**src/logic/stm_pkg.sv**
```systemverilog
package stm_pkg;

  localparam int NUM_SEGMENT = 2;
  localparam int SEG_W = $clog2(NUM_SEGMENT);
  localparam int IDX_W = 13;
  localparam int REP_W = 16;
  localparam int DIV_W = 16;
  localparam int DATA_W = 16;

  // Repeat value that keeps a segment looping forever
  localparam logic [REP_W-1:0] REP_INFINITE = '1;

  typedef enum logic [7:0] {
    MODE_SYNC_IDX  = 8'h00,
    MODE_SYS_TIME  = 8'h01,
    MODE_GPIO      = 8'h02,
    MODE_EXT       = 8'hF0, // Immediate, then toggles segments at each wrap
    MODE_IMMEDIATE = 8'hFF
  } transition_mode_t;

  typedef enum logic [1:0] {
    WAIT_START,
    FINITE_LOOP,
    INFINITE_LOOP
  } swap_state_t;

  // Index source of the live segment
  typedef enum logic {
    IDX_SYNC, // Follows the timer's sync index
    IDX_TIC   // Own counter, restarted at the transition
  } idx_mode_t;

endpackage

```
**src/logic/time_pkg.sv**
```systemverilog
package time_pkg;

  localparam int SYS_TIME_W = 56;
  localparam int EC_TIME_W = 64;
  localparam int TICK_NS = 25;

  // Reciprocal of the tick length, rounded up
  // Exact for EC times below 2^64/9, which covers every 56-bit system time
  localparam int RECIP_SHIFT = 64;
  localparam logic [RECIP_SHIFT:0] RECIP_ONE = {1'b1, {RECIP_SHIFT{1'b0}}};
  localparam logic [EC_TIME_W-1:0] RECIP_MUL =
    EC_TIME_W'((RECIP_ONE + TICK_NS - 1) / TICK_NS);

  localparam int CONV_LATENCY = 3;
  localparam int DIFF_LATENCY = 2;

endpackage

```
**src/logic/stm_settings_if.sv**
```systemverilog
interface stm_settings_if;

  logic                              update;
  logic [stm_pkg::SEG_W-1:0]         req_segment;
  stm_pkg::transition_mode_t         transition_mode;
  logic [time_pkg::EC_TIME_W-1:0]    transition_value;
  logic [stm_pkg::IDX_W-1:0]         cycle [stm_pkg::NUM_SEGMENT];
  logic [stm_pkg::REP_W-1:0]         rep [stm_pkg::NUM_SEGMENT];
  logic [stm_pkg::DIV_W-1:0]         freq_div [stm_pkg::NUM_SEGMENT];

  modport settings_mp (
    output update, req_segment, transition_mode, transition_value,
    output cycle, rep, freq_div
  );

  modport timer_mp (
    input cycle, freq_div
  );

  modport swap_mp (
    input update, req_segment, transition_mode, transition_value,
    input cycle, rep
  );

endinterface

```
**src/logic/stm_timer.sv**
```systemverilog
module stm_timer (
  input  logic                              CLK,
  input  logic                              rst,
  input  logic [time_pkg::SYS_TIME_W-1:0]   sys_time,
  stm_settings_if.timer_mp                  cfg,
  output logic [stm_pkg::IDX_W-1:0]         sync_idx [stm_pkg::NUM_SEGMENT]
);

  logic [time_pkg::SYS_TIME_W-1:0] sys_time_q;
  logic                            tick;
  logic [stm_pkg::DIV_W-1:0]       div_cnt [stm_pkg::NUM_SEGMENT];

  always_ff @(posedge CLK) begin
    if (rst) begin
      sys_time_q <= '0;
    end else begin
      sys_time_q <= sys_time;
    end
  end

  assign tick = sys_time != sys_time_q; // One per system time step

  // Both segments always run so a waiting segment can be watched
  for (genvar i = 0; i < stm_pkg::NUM_SEGMENT; i++) begin : g_seg
    always_ff @(posedge CLK) begin
      if (rst) begin
        div_cnt[i]  <= '0;
        sync_idx[i] <= '0;
      end else if (div_cnt[i] == cfg.freq_div[i]) begin
        div_cnt[i] <= '0;
        if (sync_idx[i] >= cfg.cycle[i]) begin // Also catches a shortened cycle
          sync_idx[i] <= '0;
        end else begin
          sync_idx[i] <= sync_idx[i] + 1'b1;
        end
      end else if (tick) begin
        div_cnt[i] <= div_cnt[i] + 1'b1;
      end
    end
  end

endmodule

```
**src/flat_wrapper.sv**
```systemverilog
// flat-port wrapper written by rule: the top's interface ports become plain ports
module stm_timer_flat 
  (CLK, rst, sys_time, sync_idx, cfg_cycle, cfg_freq_div);
  stm_settings_if cfg_i ();
  input  logic CLK;
  input  logic rst;
  input  logic [time_pkg::SYS_TIME_W-1:0] sys_time;
  output logic [stm_pkg::IDX_W-1:0] sync_idx[stm_pkg::NUM_SEGMENT];
  input wire logic [$bits(cfg_i.cycle)-1:0] cfg_cycle;
  input wire logic [$bits(cfg_i.freq_div)-1:0] cfg_freq_div;
  assign cfg_i.cycle = {>>{cfg_cycle}};
  assign cfg_i.freq_div = {>>{cfg_freq_div}};
  stm_timer u_core (.CLK(CLK), .rst(rst), .sys_time(sys_time), .cfg(cfg_i), .sync_idx(sync_idx));
endmodule
```
**config.mk**
```make
export PLATFORM = sky130hd
export DESIGN_NAME = stm_timer_flat
export DESIGN_NICKNAME = d
export VERILOG_FILES = /design/src/logic/stm_pkg.sv /design/src/logic/time_pkg.sv /design/src/logic/stm_settings_if.sv /design/src/logic/stm_timer.sv /design/src/flat_wrapper.sv
export SDC_FILE = /design/constraint.sdc
export NUM_CORES = 1
export LEC_CHECK = 0
export BUFFER_PORTS_ARGS = -buffer_cell sky130_fd_sc_hd__buf_2
export CAP_MARGIN = 0
export CORE_UTILIZATION = 54
export DETAILED_ROUTE_END_ITERATION = 10
export GPL_ROUTABILITY_DRIVEN = 0
export MAX_ROUTING_LAYER = met4
export PLACE_DENSITY = 0.88
export REMOVE_ABC_BUFFERS = 1
export SYNTH_ARGS = -nofsm -noshare
export SYNTH_HDL_FRONTEND = slang
export SYNTH_SLANG_ARGS = --single-unit
export TNS_END_PERCENT = 50
```
**constraint.sdc**
```tcl
create_clock -name CLK -period 3 [get_ports CLK]
set_input_delay 0.3 -clock CLK [delete_from_list [all_inputs] [get_ports CLK]]
set_output_delay 0.3 -clock CLK [all_outputs]
set_load 0.03 [all_outputs]
```
After elaboration in Yosys (flattened, before gate mapping). Memory sizes are Yosys's and may differ from the RTL's. Cells that the tools add are included.

Memories kept: 1. RAM bits: 32. Logic and storage cells: 38. Register bits after elaboration: 82. Output and inout bits: 26. Input port bits: 116.

Memories: u_core.div_cnt (depth 2, bits a word 16, read ports 2, clocked after memory_dff 0, write ports 2, line stm_timer.sv:11) `logic [stm_pkg::DIV_W-1:0] div_cnt [stm_pkg::NUM_SEGMENT];`.

Add/subtract/negate cells: 4. Multiplexer cells: 21. Equal/unequal tests: 3. Bitwise logic cells: 4. Magnitude comparators: 2.

Operators with widths (count): 16-bit 2-to-1 mux (4); 56-bit inequality test (1); 16-bit by 1-bit adder with 16-bit output (second input constant) (2); 16-bit equality test (2); 13-bit by 1-bit adder with 13-bit output (second input constant) (2); 13-bit greater-or-equal comparator (2); 13-bit 2-to-1 mux (2); 1-bit 2-to-1 mux (15); 1-bit bitwise OR (4).

Longest topological paths before layout. Gate-level depths: netlist (run 1).

Depth in word-level cells: 6. Gate-level depth with buffers: 9. Depth with buffers taken out: 8.

Worst setup path after synthesis (run 1). Ideal clock, no wire load.

Path kind: register to register. Start: memory u_core.div_cnt[1][7] (netlist name). End: memory u_core.div_cnt[1][0] (netlist name), enable pin. Path buffers: 1. Cell stages (with the launch flop): 7. Slack: 0.837 ns. Setup time: 0.375 ns. Period minus slack after synthesis: 2.163 ns. Data required time: 2.625 ns. Arrival time: 1.788 ns. Path through: edfxtp_1 > xor2_1 > nor4_1 > nand4_1 > nand2b_1 > buf_2 > nand2b_1.

RTL lines (line): from (decl) (stm_timer.sv:11).

==> results of run 1 <==
## routing by layer
layer / vias to the layer above / share of wire / wire length, µm
met5: - / 0 / 0
met4: 0 / 0.014 / 188
met3: 20 / 0.057 / 769
met2: 164 / 0.54 / 7270
met1: 2276 / 0.39 / 5360
li1: 2383 / - / -
## power groups by stage
| stage | sequential, W | combinational (W) | clock [W] |
|---|---|---|---|
| after floorplan | 0.00168 | 0.000151 | 0 |
| after global placement | 0.00168 | 0.000271 | 0 |
| after detailed placement | 0.00168 | 0.000289 | 0 |
| after CTS | 0.00165 | 0.000294 | 0.00201 |
| after global routing | 0.00166 | 0.000327 | 0.00209 |
| final | 0.00165 | 0.000291 | 0.00199 |
## final timing paths
check	from	endpoint	slack [ns]	depth (start not counted)
hold / removal	sys_time[50]	u_core.sys_time_q[50]$_SDFF_PP0_	0.03	2
setup reg to reg	u_core.sys_time_q[45]$_SDFF_PP0_	u_core.div_cnt[0][14]$_SDFFCE_PN0P_	0.35	6
setup / recovery	u_core.sys_time_q[45]$_SDFF_PP0_	u_core.div_cnt[0][14]$_SDFFCE_PN0P_	0.35	6
hold reg to reg	u_core.sync_idx[2]$_SDFFE_PP0N_	u_core.sync_idx[2]$_SDFFE_PP0N_	0.52	1
## layout by cell type, fill, tap and decap left out, types with 4 or more instances in the layout
cell and count:
nand4_1 12, o21ai_0 4, nand2_1 25, ha_1 30, nor3_2 4, xor2_1 106, nor2_1 61, a22o_1 5
clkbuf_16 19, nor2b_1 60, inv_1 35, xnor2_1 21, a21o_1 6, o31ai_1 5, nor4_1 22, dfxtp_1 82
edfxtp_1 32, mux2i_1 4, buf_4 5, a21boi_0 4, a21oi_1 6, nand3_1 32, and3_1 11, buf_2 141
## cells by family (layout without fill, tap and decap cells)
| family | Yosys count | count (layout) | synth area share |
|---|---|---|---|
| AOI/OAI and AO/OA | 43 | 43 | 0.0555 |
| buffers and inverters | 53 | 213 | 0.0396 |
| muxes | 4 | 4 | 0.00663 |
| and+or+nand+nor | 247 | 247 | 0.221 |
| adders and majority gates | 30 | 30 | 0.0622 |
| xor gates and xnor gates | 127 | 127 | 0.184 |
| DFF | 114 | 114 | 0.431 |
## layout make-up
class	instances	share of cell area
sequential	114	0.349
clock inverter	10	0.0121
timing repair buffer	146	0.0997
multi-input combinational	451	0.429
inverter	35	0.0176
tap	140	0.0235
clock buffer	22	0.0693
## flip-flops by register name (all words and copies together) (netlist names)
signal             count
u_core.sync_idx       26
u_core.div_cnt        32
u_core.sys_time_q     56
## worst max-delay path: stages (launching register included)
cell and delay, ns:
dfxtp_1 0.31, xor2_1 0.15, nor4_1 0.63, nand4_1 0.23
nor4_2 0.41, nand2b_1 0.53, nor2_1 0.12
## per-stage QoR
stage	instances	area (µm²)	util	total power, W
after global routing	918	7460	0.685	0.00408
after global placement	886	6850	0.629	0.00195
after CTS	918	7460	0.685	0.00396
after detailed placement	886	6850	0.629	0.00197
after floorplan	600	5930	-	0.00183
final	918	7460	0.685	0.00394
==> results.cfg, run 1 <==
[run_status]
status = completed

[cts]
htreeDepth = 4
clk_latency_ns = 0.51
cts_resized = 0
path_clk_slew_ns = 0.06
cts_buffers = 17
ctsHoldBuffers = 0
root_buffer = clkbuf_8
cts_post_setup_buffers_inserted = 0
cts_sinks = 114
cts.path.max_buffers = 2
cts_tree = yes

[synthesis]
netlist_instances = 618
ys_ff_latch = 114
synth.avg_cell_area_um2 = 9.77
synth.distinct_cells = 47
yosysWarnings = 0
synth_most_common_cell = xor2_1
ys_async_sr_fraction = 0
yosysTopAreaCell = dfxtp_1
ys_top_cells_by_count = 106 x xor2_1, 82 x dfxtp_1, 61 x nor2_1
synth.yosys.seq_area_share = 0.431
synth_edf_count = 32
netlist_area_um2 = 6040
yosys.area.top_type_share = 0.272
ys.flop_type = dfxtp_1
yosys-top-cells-area = dfxtp_1 27%, edfxtp_1 16%, xor2_1 15%

[power]
intPower_w = 0.00306
sw_frac_of_total = 0.223
leakage_nw = 3.55
p_per_area_nw_per_um2 = 528
pwr-share-clk = 0.506
comb_power_share = 0.074
peakVddDrop_mv = 0.534
power.switching_w = 0.000877
p_seq_frac = 0.420

[routing]
drc = 0
via_count = 4843
initialDrtViolationCount = 228
routedWlPerCell_um = 14.8
ant_nets = 0
wirelength_um = 13600
drt-pass1-iter-count = 5
routed_via_density = 5.28

[timing]
period_needed_ns = 2.65
final_max_slew_viol_count = 0
worst_slew_pin_slew_ns = 0.699
fin_skew_ns = 0.00850
finalHoldViolCount = 0
hold_ws_ns = 0.0277
fmax_mhz = 378
period_share = 0.882
rsz0062_at_grt = no
tns_ns = 0
setup_viol = 0
maxSlewHeadroom = 0.530
timing.final.ws_setup_ns = 0.353

[placed_design]
port_buffers = 141
dp_slack_ns = 0.230
hpwl_um = 10100

[global_route]
grt_pass1_wl_um = 22500
use_met2 = 0.449
grt_max_degree = 50
grt_use_total = 0.255
antenna_found_initial = 0
grtUsageMet3 = 0.0623
grt_busiest_layer = met2
grt-ovfl-total = 0
grt_use_met1 = 0.280
grt_pass1_vias = 5019

[floorplanning]
fp.dieH_um = 108
start_util = 0.555
die_x_um = 108
rows = 38
dieArea_um2 = 11600
core_area_um2 = 10900
io_pins = 142

[final_layout]
layout.nets = 911
drive_gt1_frac = 0.251
regArea_um2 = 2600
fill_cells = 806
multi_input_area_um2 = 3200
antenna_cells = 0
syn_to_final_growth_pct = 23.5

[critical_path]
crit_fanout = 16
worstPathArrival_ns = 2.88
path_class = reg2reg
cp-end-kind = flip-flop
required_ns = 3.23
worst_setup_path_start_kind = flip-flop

[worst_hold_path]
hold_class = in2reg

[flow_run]
max-cap-violations = 0
No activity file was read; power rests on OpenSTA's default activity.
==> inputs of run 2 (changes only) <==
--- a/config.mk
+++ b/config.mk
@@ -7,11 +7,12 @@
 export LEC_CHECK = 0
 export BUFFER_PORTS_ARGS = -buffer_cell sky130_fd_sc_hd__buf_2
 export CAP_MARGIN = 0
-export CORE_UTILIZATION = 54
+export CORE_UTILIZATION = 56
+export CTS_BUF_LIST = sky130_fd_sc_hd__clkbuf_8
 export DETAILED_ROUTE_END_ITERATION = 10
 export GPL_ROUTABILITY_DRIVEN = 0
 export MAX_ROUTING_LAYER = met4
-export PLACE_DENSITY = 0.88
+export PLACE_DENSITY = 0.91
 export REMOVE_ABC_BUFFERS = 1
 export SYNTH_ARGS = -nofsm -noshare
 export SYNTH_HDL_FRONTEND = slang
==> run 2 against run 1 <==
Critical path depth stayed put. Setup slack better by 0.14 ns. Sequential cell count did not move. Die area shrank 3.5%. Power down 18%. Final area shrank 3.4%. Hold slack improved by 0.10 ns. Sequential power barely moved.
==> results.cfg, run 2 (synthesis results as in run 1) <==
[run_status]
status = completed

[timing]
setup_viol = 0
fin_skew_ns = 0.0119
final_max_slew_viol_count = 0
fmax_mhz = 399
worst_slew_pin_slew_ns = 0.625
hold_ws_ns = 0.131
period_needed_ns = 2.50
maxSlewHeadroom = 0.582
period_share = 0.835
rsz0062_at_grt = no
tns_ns = 0
finalHoldViolCount = 0

[final_layout]
layout_commonest_cell = buf_2
final_cell_mix = 141 x buf_2, 106 x xor2_1, 82 x dfxtp_1
regMostFlops = u_core.sys_time_q
syn_to_final_growth_pct = 19.3
drive_gt1_frac = 0.245
largest_register_ffs = 56
largestRegisters = u_core.sys_time_q: 56 flops, u_core.div_cnt: 32 flops, u_core.sync_idx: 26 flops
layout.nets = 911
antenna_cells = 0

[global_route]
grt-ovfl-total = 0
grt_max_degree = 40
grt_pass1_wl_um = 22000
antenna_found_initial = 0
grt_use_total = 0.255
grt_pass1_vias = 5036

[cts]
htreeDepth = 4
cts_tree = yes
cts_buffers = 17
path_clk_slew_ns = 0.07
clk_latency_ns = 0.41
root_buffer = clkbuf_8
cts_post_setup_buffers_inserted = 0
cts_sinks = 114
cts.path.max_buffers = 2
ctsHoldBuffers = 0
cts_resized = 0

[critical_path]
path_class = reg2reg
reg2reg_depth = 6
ff2ff_setup_slack_ns = 0.50
crit_start = u_core.sys_time_q[40]$_SDFF_PP0_
required_ns = 3.13
cp-end-kind = flip-flop
crit_fanout = 16
endpoint = u_core.div_cnt[0][15]$_SDFFCE_PN0P_
worstReg2RegStart = u_core.sys_time_q[40]$_SDFF_PP0_
worstPathArrival_ns = 2.64
reg2reg_to = u_core.div_cnt[0][15]$_SDFFCE_PN0P_
worst_setup_path_start_kind = flip-flop

[power]
peakVddDrop_mv = 0.307
p_seq_frac = 0.511
comb_power_share = 0.090
intPower_w = 0.00249
power.switching_w = 0.000740
leakage_nw = 3.45
p_per_area_nw_per_um2 = 448
sw_frac_of_total = 0.229
pwr-share-clk = 0.399

[routing]
drt-pass1-iter-count = 4
routed_via_density = 5.32
ant_nets = 0
routedWlPerCell_um = 14.6
initialDrtViolationCount = 178
via_count = 4852
wirelength_um = 13300
drc = 0

[floorplanning]
fp.dieH_um = 106
start_util = 0.582
die_x_um = 106
io_pins = 142
rows = 37
dieArea_um2 = 11200
core_area_um2 = 10400

[flow_run]
max-cap-violations = 0

[placed_design]
port_buffers = 141
hpwl_um = 10200

[worst_hold_path]
hold_class = in2reg
## run 2: cell types whose count changed in the layout (fill, tap and decap cells not counted)
cell        previous run  this run
clkbuf_16             19         0
clkbuf_8               3        21
inv_1                 35        38
inv_4                  2         0
clkinv_2               3         4
clkinv_4               1         0
clkinvlp_4             2         1
inv_6                  1         0
## run 2: per-stage QoR
stage	cells	total power (W)	area, µm²	setup WS, ns	utilization
finish	912	0.00323	7200	0.496	0.695
global route	912	0.00335	7200	0.265	0.695
CTS	912	0.00325	7200	0.412	0.695
detailed placement	882	0.00197	6850	0.299	0.660
global placement	882	0.00195	6850	0.366	0.660
floorplan	600	0.00183	5930	0.743	-
## run 2: worst min path at each step
stage / start / end / slack [ns] / cells past startpoint
after floorplan: rst / u_core.sys_time_q[0]$_SDFF_PP0_ / 0.37 / 1
after global placement: u_core.sync_idx[2]$_SDFFE_PP0N_ / u_core.sync_idx[2]$_SDFFE_PP0N_ / 0.51 / 1
after detailed placement: u_core.sync_idx[2]$_SDFFE_PP0N_ / u_core.sync_idx[2]$_SDFFE_PP0N_ / 0.52 / 1
after CTS: sys_time[44] / u_core.sys_time_q[44]$_SDFF_PP0_ / 0.10 / 2
after global routing: sys_time[31] / u_core.sys_time_q[31]$_SDFF_PP0_ / 0.11 / 2
final: sys_time[45] / u_core.sys_time_q[45]$_SDFF_PP0_ / 0.13 / 2
## run 2: layout make-up
| cell class | instances | area, µm² |
|---|---|---|
| inverter | 35 | 131 |
| clock buffer | 21 | 289 |
| tap | 136 | 170 |
| clock inverter | 9 | 68.8 |
| fill | 816 | 3170 |
| sequential | 114 | 2600 |
| timing repair buffer | 146 | 743 |
| multi-input combinational | 451 | 3200 |
## run 2: routing by layer
metal,GRT usage,vias to the layer above,part of all wire,wire (µm)
met2,0.436,151,0.50,6720
met5,-,-,0,0
li1,-,2382,-,-
met1,0.282,2274,0.42,5560
met3,0.0519,45,0.045,597
met4,0.132,0,0.033,444
## run 2: worst max-delay path: stages (launching register included)
cell and delay (ns):
dfxtp_1 0.31, xor2_1 0.15, nor4_1 0.46, nand4_1 0.23, nor4_2 0.42, nand2b_1 0.55, nor2_1 0.12
## run 2: power groups by stage
| stage | clock network [W] | logic (W) | registers, W |
|---|---|---|---|
| after floorplan | 0 | 0.000151 | 0.00168 |
| after global placement | 0 | 0.000270 | 0.00168 |
| after detailed placement | 0 | 0.000287 | 0.00168 |
| after CTS | 0.00131 | 0.000291 | 0.00165 |
| after global routing | 0.00137 | 0.000324 | 0.00165 |
| final | 0.00129 | 0.000289 | 0.00165 |
