File: src/logic/stm_pkg.sv
package stm_pkg;

  localparam int NUM_SEGMENT = 2;
  localparam int SEG_W = $clog2(NUM_SEGMENT);
  localparam int IDX_W = 13;
  localparam int REP_W = 16;
  localparam int DIV_W = 16;
  localparam int DATA_W = 16;

  // Repeat value that keeps a segment looping forever
  localparam logic [REP_W-1:0] REP_INFINITE = '1;

  typedef enum logic [7:0] {
    MODE_SYNC_IDX  = 8'h00,
    MODE_SYS_TIME  = 8'h01,
    MODE_GPIO      = 8'h02,
    MODE_EXT       = 8'hF0, // Immediate, then toggles segments at each wrap
    MODE_IMMEDIATE = 8'hFF
  } transition_mode_t;

  typedef enum logic [1:0] {
    WAIT_START,
    FINITE_LOOP,
    INFINITE_LOOP
  } swap_state_t;

  // Index source of the live segment
  typedef enum logic {
    IDX_SYNC, // Follows the timer's sync index
    IDX_TIC   // Own counter, restarted at the transition
  } idx_mode_t;

endpackage

File: src/logic/time_pkg.sv
package time_pkg;

  localparam int SYS_TIME_W = 56;
  localparam int EC_TIME_W = 64;
  localparam int TICK_NS = 25;

  // Reciprocal of the tick length, rounded up
  // Exact for EC times below 2^64/9, which covers every 56-bit system time
  localparam int RECIP_SHIFT = 64;
  localparam logic [RECIP_SHIFT:0] RECIP_ONE = {1'b1, {RECIP_SHIFT{1'b0}}};
  localparam logic [EC_TIME_W-1:0] RECIP_MUL =
    EC_TIME_W'((RECIP_ONE + TICK_NS - 1) / TICK_NS);

  localparam int CONV_LATENCY = 3;
  localparam int DIFF_LATENCY = 2;

endpackage

File: src/logic/stm_settings_if.sv
interface stm_settings_if;

  logic                              update;
  logic [stm_pkg::SEG_W-1:0]         req_segment;
  stm_pkg::transition_mode_t         transition_mode;
  logic [time_pkg::EC_TIME_W-1:0]    transition_value;
  logic [stm_pkg::IDX_W-1:0]         cycle [stm_pkg::NUM_SEGMENT];
  logic [stm_pkg::REP_W-1:0]         rep [stm_pkg::NUM_SEGMENT];
  logic [stm_pkg::DIV_W-1:0]         freq_div [stm_pkg::NUM_SEGMENT];

  modport settings_mp (
    output update, req_segment, transition_mode, transition_value,
    output cycle, rep, freq_div
  );

  modport timer_mp (
    input cycle, freq_div
  );

  modport swap_mp (
    input update, req_segment, transition_mode, transition_value,
    input cycle, rep
  );

endinterface

File: src/logic/ec_time_to_sys_time.sv
module ec_time_to_sys_time (
  input  logic                              CLK,
  input  logic                              rst,
  input  logic [time_pkg::EC_TIME_W-1:0]    ec_time,
  input  logic                              din_valid,
  output logic [time_pkg::SYS_TIME_W-1:0]   sys_time_out,
  output logic                              dout_valid
);

  logic [time_pkg::EC_TIME_W-1:0]   ec_q;
  logic [2*time_pkg::EC_TIME_W-1:0] prod;
  logic [time_pkg::CONV_LATENCY-1:0] valid_pipe;

  // Divide by the tick length as multiply and shift
  always_ff @(posedge CLK) begin
    ec_q         <= ec_time;
    prod         <= (2*time_pkg::EC_TIME_W)'(ec_q) * time_pkg::RECIP_MUL;
    sys_time_out <= prod[time_pkg::RECIP_SHIFT +: time_pkg::SYS_TIME_W];
  end

  always_ff @(posedge CLK) begin
    if (rst) begin
      valid_pipe <= '0;
    end else begin
      valid_pipe <= {valid_pipe[time_pkg::CONV_LATENCY-2:0], din_valid};
    end
  end

  assign dout_valid = valid_pipe[time_pkg::CONV_LATENCY-1];

endmodule

File: src/logic/stm_swapchain.sv
module stm_swapchain (
  input  logic                              CLK,
  input  logic                              rst,
  input  logic [time_pkg::SYS_TIME_W-1:0]   sys_time,
  input  logic [3:0]                        gpio_in,
  input  logic [stm_pkg::IDX_W-1:0]         sync_idx [stm_pkg::NUM_SEGMENT],
  stm_settings_if.swap_mp                   cfg,
  output logic [stm_pkg::SEG_W-1:0]         segment,
  output logic [stm_pkg::IDX_W-1:0]         idx,
  output logic                              stop
);

  stm_pkg::swap_state_t              state;
  stm_pkg::idx_mode_t                idx_mode;
  logic                              ext_mode;
  logic [stm_pkg::SEG_W-1:0]         req_seg;
  logic [stm_pkg::REP_W-1:0]         rep;
  logic [stm_pkg::REP_W-1:0]         loop_cnt;
  logic [stm_pkg::IDX_W-1:0]         idx_old [stm_pkg::NUM_SEGMENT];
  logic [stm_pkg::IDX_W-1:0]         tic_idx [stm_pkg::NUM_SEGMENT];
  logic                              idx_changed [stm_pkg::NUM_SEGMENT];
  logic                              idx_wrap [stm_pkg::NUM_SEGMENT];
  logic                              conv_din_valid;
  logic                              conv_dout_valid;
  logic [time_pkg::SYS_TIME_W-1:0]   transition_time;
  logic [time_pkg::SYS_TIME_W:0]     time_diff;
  logic                              wait_transition;
  logic [$clog2(time_pkg::DIFF_LATENCY)-1:0] diff_cnt;
  logic                              fire;
  logic                              loop_wrap;

  ec_time_to_sys_time u_ec_time_to_sys_time (
    .CLK          (CLK),
    .rst          (rst),
    .ec_time      (cfg.transition_value),
    .din_valid    (conv_din_valid),
    .sys_time_out (transition_time),
    .dout_valid   (conv_dout_valid)
  );

  always_ff @(posedge CLK) begin
    if (rst) begin
      conv_din_valid <= 1'b0;
    end else begin
      conv_din_valid <= cfg.update && (cfg.transition_mode == stm_pkg::MODE_SYS_TIME);
    end
  end

  // Sign bit set while sys_time is still before the transition time
  always_ff @(posedge CLK) begin
    time_diff <= {1'b0, sys_time} - {1'b0, transition_time};
  end

  for (genvar i = 0; i < stm_pkg::NUM_SEGMENT; i++) begin : g_seg
    always_ff @(posedge CLK) begin
      if (rst) begin
        idx_old[i] <= '0;
      end else begin
        idx_old[i] <= sync_idx[i];
      end
    end
    assign idx_changed[i] = idx_old[i] != sync_idx[i];
    assign idx_wrap[i]    = idx_changed[i] && (sync_idx[i] == '0);
  end

  assign idx = (idx_mode == stm_pkg::IDX_SYNC) ? idx_old[segment] : tic_idx[segment];

  always_comb begin
    case (cfg.transition_mode)
      stm_pkg::MODE_SYNC_IDX: fire = idx_wrap[req_seg];
      stm_pkg::MODE_SYS_TIME: fire = !wait_transition && !time_diff[time_pkg::SYS_TIME_W] &&
        (diff_cnt == $bits(diff_cnt)'(time_pkg::DIFF_LATENCY - 1));
      stm_pkg::MODE_GPIO:     fire = idx_changed[req_seg] && gpio_in[cfg.transition_value[1:0]];
      default:                fire = 1'b0;
    endcase
  end

  // One pass of the live segment completed
  assign loop_wrap = (idx_mode == stm_pkg::IDX_SYNC) ? idx_wrap[segment] :
    (idx_changed[segment] && (tic_idx[segment] >= cfg.cycle[segment]));

  always_ff @(posedge CLK) begin
    if (cfg.update) begin
      rep     <= cfg.rep[cfg.req_segment];
      req_seg <= cfg.req_segment;
    end
  end

  always_ff @(posedge CLK) begin
    if (rst) begin
      state           <= stm_pkg::INFINITE_LOOP;
      idx_mode        <= stm_pkg::IDX_SYNC;
      ext_mode        <= 1'b0;
      segment         <= '0;
      stop            <= 1'b0;
      loop_cnt        <= '0;
      wait_transition <= 1'b0;
      diff_cnt        <= '0;
      for (int i = 0; i < stm_pkg::NUM_SEGMENT; i++) tic_idx[i] <= '0;
    end else if (cfg.update) begin
      stop     <= 1'b0;
      loop_cnt <= '0;
      if (cfg.rep[cfg.req_segment] == stm_pkg::REP_INFINITE) begin
        segment  <= cfg.req_segment;
        idx_mode <= stm_pkg::IDX_SYNC;
        ext_mode <= cfg.transition_mode == stm_pkg::MODE_EXT;
        state    <= stm_pkg::INFINITE_LOOP;
      end else if (cfg.transition_mode inside {stm_pkg::MODE_IMMEDIATE, stm_pkg::MODE_EXT}) begin
        segment  <= cfg.req_segment;
        idx_mode <= stm_pkg::IDX_SYNC;
        ext_mode <= 1'b0;
        state    <= stm_pkg::FINITE_LOOP;
      end else begin
        wait_transition <= 1'b1;
        diff_cnt        <= '0;
        state           <= stm_pkg::WAIT_START;
      end
    end else begin
      case (state)
        stm_pkg::WAIT_START: begin
          if (wait_transition) begin
            if (conv_dout_valid) wait_transition <= 1'b0;
          end else if (diff_cnt != $bits(diff_cnt)'(time_pkg::DIFF_LATENCY - 1)) begin
            diff_cnt <= diff_cnt + 1'b1; // Let time_diff see the new transition time
          end
          if (fire) begin
            segment  <= req_seg;
            ext_mode <= 1'b0;
            state    <= stm_pkg::FINITE_LOOP;
            if (cfg.transition_mode == stm_pkg::MODE_SYNC_IDX) begin
              idx_mode <= stm_pkg::IDX_SYNC;
            end else begin
              idx_mode         <= stm_pkg::IDX_TIC;
              tic_idx[req_seg] <= '0;
            end
          end
        end
        stm_pkg::INFINITE_LOOP: begin
          if (ext_mode && idx_wrap[segment]) segment <= ~segment;
        end
        stm_pkg::FINITE_LOOP: begin
          if (idx_mode == stm_pkg::IDX_TIC && idx_changed[segment]) begin
            tic_idx[segment] <= loop_wrap ? '0 : tic_idx[segment] + 1'b1;
          end
          if (loop_wrap) begin
            if (loop_cnt == rep) stop <= 1'b1; // rep+1 passes done
            else loop_cnt <= loop_cnt + 1'b1;
          end
        end
        default: state <= stm_pkg::INFINITE_LOOP;
      endcase
    end
  end

endmodule

File: src/flat_wrapper.sv
// flat-port wrapper written by rule: the top's interface ports become plain ports
module stm_swapchain_flat 
  (CLK, rst, sys_time, gpio_in, sync_idx, segment, idx, stop, cfg_update, cfg_req_segment, cfg_transition_mode, cfg_transition_value, cfg_cycle, cfg_rep);
  stm_settings_if cfg_i ();
  input  logic CLK;
  input  logic rst;
  input  logic [time_pkg::SYS_TIME_W-1:0] sys_time;
  input  logic [3:0] gpio_in;
  input  logic [stm_pkg::IDX_W-1:0] sync_idx[stm_pkg::NUM_SEGMENT];
  output logic [stm_pkg::SEG_W-1:0] segment;
  output logic [stm_pkg::IDX_W-1:0] idx;
  output logic stop;
  input wire logic [$bits(cfg_i.update)-1:0] cfg_update;
  input wire logic [$bits(cfg_i.req_segment)-1:0] cfg_req_segment;
  input wire logic [$bits(cfg_i.transition_mode)-1:0] cfg_transition_mode;
  input wire logic [$bits(cfg_i.transition_value)-1:0] cfg_transition_value;
  input wire logic [$bits(cfg_i.cycle)-1:0] cfg_cycle;
  input wire logic [$bits(cfg_i.rep)-1:0] cfg_rep;
  assign cfg_i.update = cfg_update;
  assign cfg_i.req_segment = cfg_req_segment;
  assign cfg_i.transition_mode = cfg_transition_mode;
  assign cfg_i.transition_value = cfg_transition_value;
  assign cfg_i.cycle = {>>{cfg_cycle}};
  assign cfg_i.rep = {>>{cfg_rep}};
  stm_swapchain u_core (.CLK(CLK), .rst(rst), .sys_time(sys_time), .gpio_in(gpio_in), .sync_idx(sync_idx), .cfg(cfg_i), .segment(segment), .idx(idx), .stop(stop));
endmodule
File: config.mk
export PLATFORM = sky130hd
export DESIGN_NAME = stm_swapchain_flat
export DESIGN_NICKNAME = d
export VERILOG_FILES = /design/src/logic/stm_pkg.sv /design/src/logic/time_pkg.sv /design/src/logic/stm_settings_if.sv /design/src/logic/ec_time_to_sys_time.sv /design/src/logic/stm_swapchain.sv /design/src/flat_wrapper.sv
export SDC_FILE = /design/constraint.sdc
export NUM_CORES = 2
export LEC_CHECK = 0
export BUFFER_PORTS_ARGS = -buffer_cell sky130_fd_sc_hd__buf_2
export CORE_MARGIN = 1.5
export CORE_UTILIZATION = 59
export CTS_CLUSTER_DIAMETER = 100
export CTS_CLUSTER_SIZE = 20
export DETAILED_ROUTE_END_ITERATION = 10
export PLACE_DENSITY = 0.79
export SETUP_SLACK_MARGIN = 0.5
export SKIP_LAST_GASP = 1
export SYNTH_ARGS = -nofsm -noshare
export SYNTH_HDL_FRONTEND = slang
export SYNTH_SLANG_ARGS = --single-unit
File: constraint.sdc
create_clock -name CLK -period 7.8 [get_ports CLK]
set_input_delay 0.39 -clock CLK [delete_from_list [all_inputs] [get_ports CLK]]
set_output_delay 0.39 -clock CLK [all_outputs]
set_load 0.01 [all_outputs]
=== Yosys cells after proc, flatten, opt, wreduce, memory -nomap -nowiden ===
Memories as Yosys holds them, arrays and structs flattened. A register that Yosys moved wholly into a read port is not among the register bits.
Index checks and enable logic that the tools add are counted.

* Flip-flop bits (word level): 342
* Latch bits: 0
* Bits in writable memories: 52
* Bits in read-only memories: 0
* Input bits: 220
* Word-level logic and storage cells: 164
* Memories kept: 2

{| class="wikitable"
|+ Memories
! memory !! words !! bits a word !! rd ports !! clocked after memory_dff !! write ports !! RTL line !! source
|-
| u_core.idx_old || 2 || 13 || 3 || 1 || 2 || stm_swapchain.sv:19 || <nowiki>logic [stm_pkg::IDX_W-1:0] idx_old [stm_pkg::NUM_SEGMENT];</nowiki>
|-
| u_core.tic_idx || 2 || 13 || 1 || 1 || 2 || stm_swapchain.sv:20 || <nowiki>logic [stm_pkg::IDX_W-1:0] tic_idx [stm_pkg::NUM_SEGMENT];</nowiki>
|}

* Add/sub/neg operators: 4
* $mul: 1
* Div/mod/pow operators: 0
* $lt $le $gt $ge: 5
* Equality and inequality tests: 17
* Shift operators: 0
* Muxes and demuxes: 82
* Bitwise operators: 7
* Reductions and logical operators: 30

{| class="wikitable"
|+ Operators with widths
! kind !! number
|-
| 64-bit by 60-bit multiplier with 120-bit output, second input constant || 1
|-
| 13-bit two-way mux || 9
|-
| 1-bit two-way mux || 63
|-
| 56-bit by 56-bit subtractor with 57-bit output || 1
|-
| 16-bit two-way mux || 3
|-
| 13-bit logical NOT || 2
|-
| 13-bit inequality test || 2
|-
| 13-bit OR reduction || 2
|-
| 16-bit by 1-bit adder with 16-bit output, second input constant || 1
|-
| 16-bit equality test || 1
|-
| 16-bit equality test, second input constant || 1
|-
| 8-bit equality test, second input constant || 2
|-
| 13-bit by 1-bit adder with 13-bit output, second input constant || 1
|-
| 13-bit greater-or-equal comparator || 1
|-
| 3-bit AND reduction || 4
|-
| 1-bit logical AND || 9
|-
| 8-bit by 1-bit equality test with 1-bit output, second input constant || 1
|-
| 8-bit by 2-bit equality test with 1-bit output, second input constant || 1
|-
| 8-bit logical NOT || 1
|-
| 4-bit AND reduction || 2
|-
| 2-bit greater-or-equal comparator, second input constant || 3
|-
| 2-bit two-way mux || 3
|-
| 2-bit inequality test, second input constant || 3
|-
| 3-bit by 2-bit inequality test with 1-bit output, second input constant || 2
|-
| other kinds (19) || 27
|}

=== Depth between registers and ports, before layout ===
An unclocked memory read counts as a cell.

* Depth after elaboration: 15
* Depth in mapped cells: 33

=== Modules after synthesis ===
From an unflattened synthesis, not the netlist that was laid out.

* Cells, all modules: 6488
* Area total of the unflattened synthesis: 67606.1 µm²

{| class="wikitable"
|+ Modules (own cells, without submodules)
! module !! times used !! cells each !! area an instance (µm²)
|-
| ec_time_to_sys_time || 1 || 5731 || 60767.0
|-
| stm_swapchain || 1 || 757 || 6839.1
|}

=== Worst setup path after synthesis ===
No wires, ideal clock.

* Path type: register to register
* From: register u_core.u_ec_time_to_sys_time.ec_q[21] (netlist bit)
* To: register u_core.u_ec_time_to_sys_time.prod[117] (netlist bit)
* Library setup time: 0.072 ns
* Arrival: 7.955 ns
* Required time: 7.728 ns
* Setup slack: -0.226 ns
* Cell stages (with the launch flop): 30
* Buffers on the path: 0
* Cells stage by stage: dfxtp_1 -> inv_1 -> fa_1 -> inv_1 -> fa_1 -> fa_1 -> inv_1 -> fa_1 -> inv_1 -> fa_1 -> inv_1 -> fa_1 -> inv_1 -> fa_1 -> fa_1 -> inv_1 -> fa_1 -> inv_1 -> ha_1 -> nand4_1 -> nor4_4 -> nand3_1 -> or2_1 -> o22ai_2 -> a21oi_2 -> or3_1 -> a31oi_2 -> a41oi_2 -> o31ai_2 -> xor2_1

* Cells in the longest elaborated chain, start to end: 1

{| class="wikitable"
|+ RTL lines
! item !! RTL line !! source
|-
| start, declared || ec_time_to_sys_time.sv:10 || <nowiki>logic [time_pkg::EC_TIME_W-1:0] ec_q;</nowiki>
|-
| start signal, assigned || ec_time_to_sys_time.sv:16 || <nowiki>ec_q <= ec_time;</nowiki>
|-
| 64-bit by 60-bit multiplier with 120-bit output || ec_time_to_sys_time.sv:17 || <nowiki>prod <= (2*time_pkg::EC_TIME_W)'(ec_q) * time_pkg::RECIP_MUL;</nowiki>
|-
| end signal, assigned || ec_time_to_sys_time.sv:17 ||
|-
| end, declared || ec_time_to_sys_time.sv:11 || <nowiki>logic [2*time_pkg::EC_TIME_W-1:0] prod;</nowiki>
|}

No other way between the ends.
A chain may end at the register's enable or synchronous reset.

=== Worst setup path after layout ===
* From: register u_core.u_ec_time_to_sys_time.ec_q[24] (netlist bit)
* To: register u_core.u_ec_time_to_sys_time.prod[96] (netlist bit)

Same word-level chain as after synthesis.

==> reports/qor.csv <==
metric,value,unit
worst-margin pin slew,1070,ps
Final WS setup,-821,ps
Crit path largest cell delay,610,ps
TritonCTS Buffers,23,
drt first pass iters,11,
Worst Setup End Kind,register,
number of remaining DRC errors,2,
RD Place Congestion,1.12,
critical path class,reg -> reg,
Hold WC Path Type,in -> reg,
routed vias,51900,
I/O pin count,235,
post-detailed-routing wire length,268000,microns
Crit path max-delay family,adder cells,
Post-Synth XOR/XNOR Area,1.74,%
Avg WL per Cell,29.4,microns
fraction of the mapped netlist area in adder cells,67.7,%
Post-synth EDFFs,43,
RSZ-0062 raised after global routing,true,
Avg Synthesized Cell Area,10.6,sq um
Critical Path Source Type,register,
most common cell in the synthesized netlist,inv_1,
fraction of registers with async set/reset,0,%
largest net degree at the start of global routing,42,
final setup vio count,43,
Final Slew Violations,0,
crit path buf inv count,9,
most common library cells after synthesis,"inv_1, fa_1, ha_1",
"flops & latches, synth",275,
placed cell count,8887,
Final Cycle Share,111,%
Synth Instances,6299,
register area share after synthesis,8.88,%
global route overflow,0,
Compound-Gate Fraction of Synth Area,4.47,%
Port Buf Inserts,234,
vias per cell,5.70,
Total GRT Usage,46.4,%
failing checks,"DRC, hold timing, setup timing",
post-synthesis mux area share,0.940,%
die height,340,microns
post-synthesis simple-gate area fraction,4.02,%
Clock Path Buffers,3,
1st-iter DRT viols,5012,
fmax,116,MHz
core outline area,0.112,sq mm
final hold viol count,12,
Site Rows,123,
clock sinks,275,
post-synthesis cell type count,79,
area grow syn2layout,22.3,%
TritonCTS clock tree,built,
vias in the first global route,56100,
largest family of logic cells by synthesized area,adder cells,
die area,0.115,sq mm
worst clock skew,49.1,ps
Syn. warnings,0,
"most used cell, CP",fa_1,
clk_lat worst skew,670,ps
H-tree depth,1,
"Top FF cell, synth",dfxtp_1,
area share of the largest cell type after synthesis,48.1,%
layout cells sized above 1,23.6,%
CTS Root Cell,clkbuf_16,
Place WS,-626,ps
CP Max Fanout,6,
slew margin rel.,28.9,%
post-route ant nets,0,
dpl hpwl,237000,microns
required time of the critical path,8400,ps
Layout Cells excl Fill,9107,
starting density of the core,59.5,%
synth top area cells,"fa_1, ha_1, inv_1",
"CTS clk-pin slew, worst paths",90,ps
global-route wire length before repair,376000,microns
Tmin final,8620,ps
CP arrival,9220,ps
"area leader, netlist",fa_1,
"Slowest-stage cell, CP",fa_1,
setup tns final,-23480,ps
Post-layout nets,10500,
Hold WS,-18.3,ps
status,"complete, but fails checks",
max cap viols,0,
die width,340,microns
initial antenna violation count,8,
Syn Std Cell Area,0.0668,sq mm
syn nets,9172,
flip-flops by register name, indices dropped and copies added (netlist names), 2 cells and up, named ones only:
name and cells:
u_core.u_ec_time_to_sys_time.ec_q 64, u_core.u_ec_time_to_sys_time.prod 56, u_core.u_ec_time_to_sys_time.sys_time_out 56, u_core.idx_old 26, u_core.tic_idx 26, u_core.loop_cnt 16
u_core.rep 16, u_core.u_ec_time_to_sys_time.valid_pipe 3, u_core.state 2
through the flow:
stage	instance area [sq um]	util, %
finish	81700	72.7
global route	81700	72.7
CTS	80300	71.5
detailed placement	77600	69.0
global placement	77600	69.0
floorplan	67400	-
timing repair:
item	4_1_cts	5_1_grt
hold buffers	67	0
pin swaps	100	125
setup buffers	53	58
setup endpoints to repair	55	56
endpoints found under the hold margin	67	0
gates resized for setup	210	240
layout make-up:
class | instances | area, sq um
multi-input cells | 3852 | 54600
fillers | 7917 | 30600
repair buffers | 1331 | 10400
inverters | 2107 | 7950
flip-flops and latches | 275 | 6130
well taps | 1500 | 1880
clock buffers | 30 | 654
clock inverters | 8 | 90.1
diodes | 4 | 10.0
cells by family (layout without fill, tap and decap cells):
family,Yosys count,count (layout)
adder cells (fa/ha/maj),2653,2653
buffers and inverters,2172,3476
AND/OR/NAND/NOR,524,524
AO/OA/AOI/OAI,484,484
flip-flops,275,275
XOR/XNOR,133,133
multiplexers,58,58
other,0,4
worst register-to-register path, delay by kind of cell, from the launching register on:
| family | cells | cell delay [ps] |
|---|---|---|
| flip-flops | 1 | 410 |
| AND/OR/NAND/NOR | 5 | 1050 |
| AO/OA/AOI/OAI | 6 | 1160 |
| XOR/XNOR | 1 | 140 |
| buffers and inverters | 9 | 810 |
| adder cells (fa/ha/maj) | 10 | 5020 |
layer usage:
layer	wire length [microns]	track usage [%]	share of wire, %
met1	94000	55.2	35
met4	27500	35.6	10
met5	64	0	0.024
met3	24900	11.2	9.3
met2	121000	73.0	45
path summary, 6_finish.rpt:
kind	to	depth (start not counted)	slack [ps]	startpoint
setup / recovery	u_core.u_ec_time_to_sys_time.prod[96]	31	-820	u_core.u_ec_time_to_sys_time.ec_q[24]
hold / removal	u_core.idx_old[1][5]	2	-20	sync_idx[5]
setup reg to reg	u_core.u_ec_time_to_sys_time.prod[96]	31	-820	u_core.u_ec_time_to_sys_time.ec_q[24]
hold reg to reg	u_core.u_ec_time_to_sys_time.sys_time_out[2]	0	300	u_core.u_ec_time_to_sys_time.prod[66]
cell usage in the layout, fill, tap and decap left out, types with 72 or more instances in the layout:
cell type and instances:
inv_1 2027, fa_1 1514, ha_1 961, buf_4 931
buf_2 234, dfxtp_1 170, a21oi_1 145, nand2_1 112
nor2_1 111, fa_2 93, nand4_1 79, o21ai_0 75
a21o_1 72
Power is left out: the tool's default activity adds up to more than one toggle a clock period on the data nets, which glitch-free logic cannot reach.
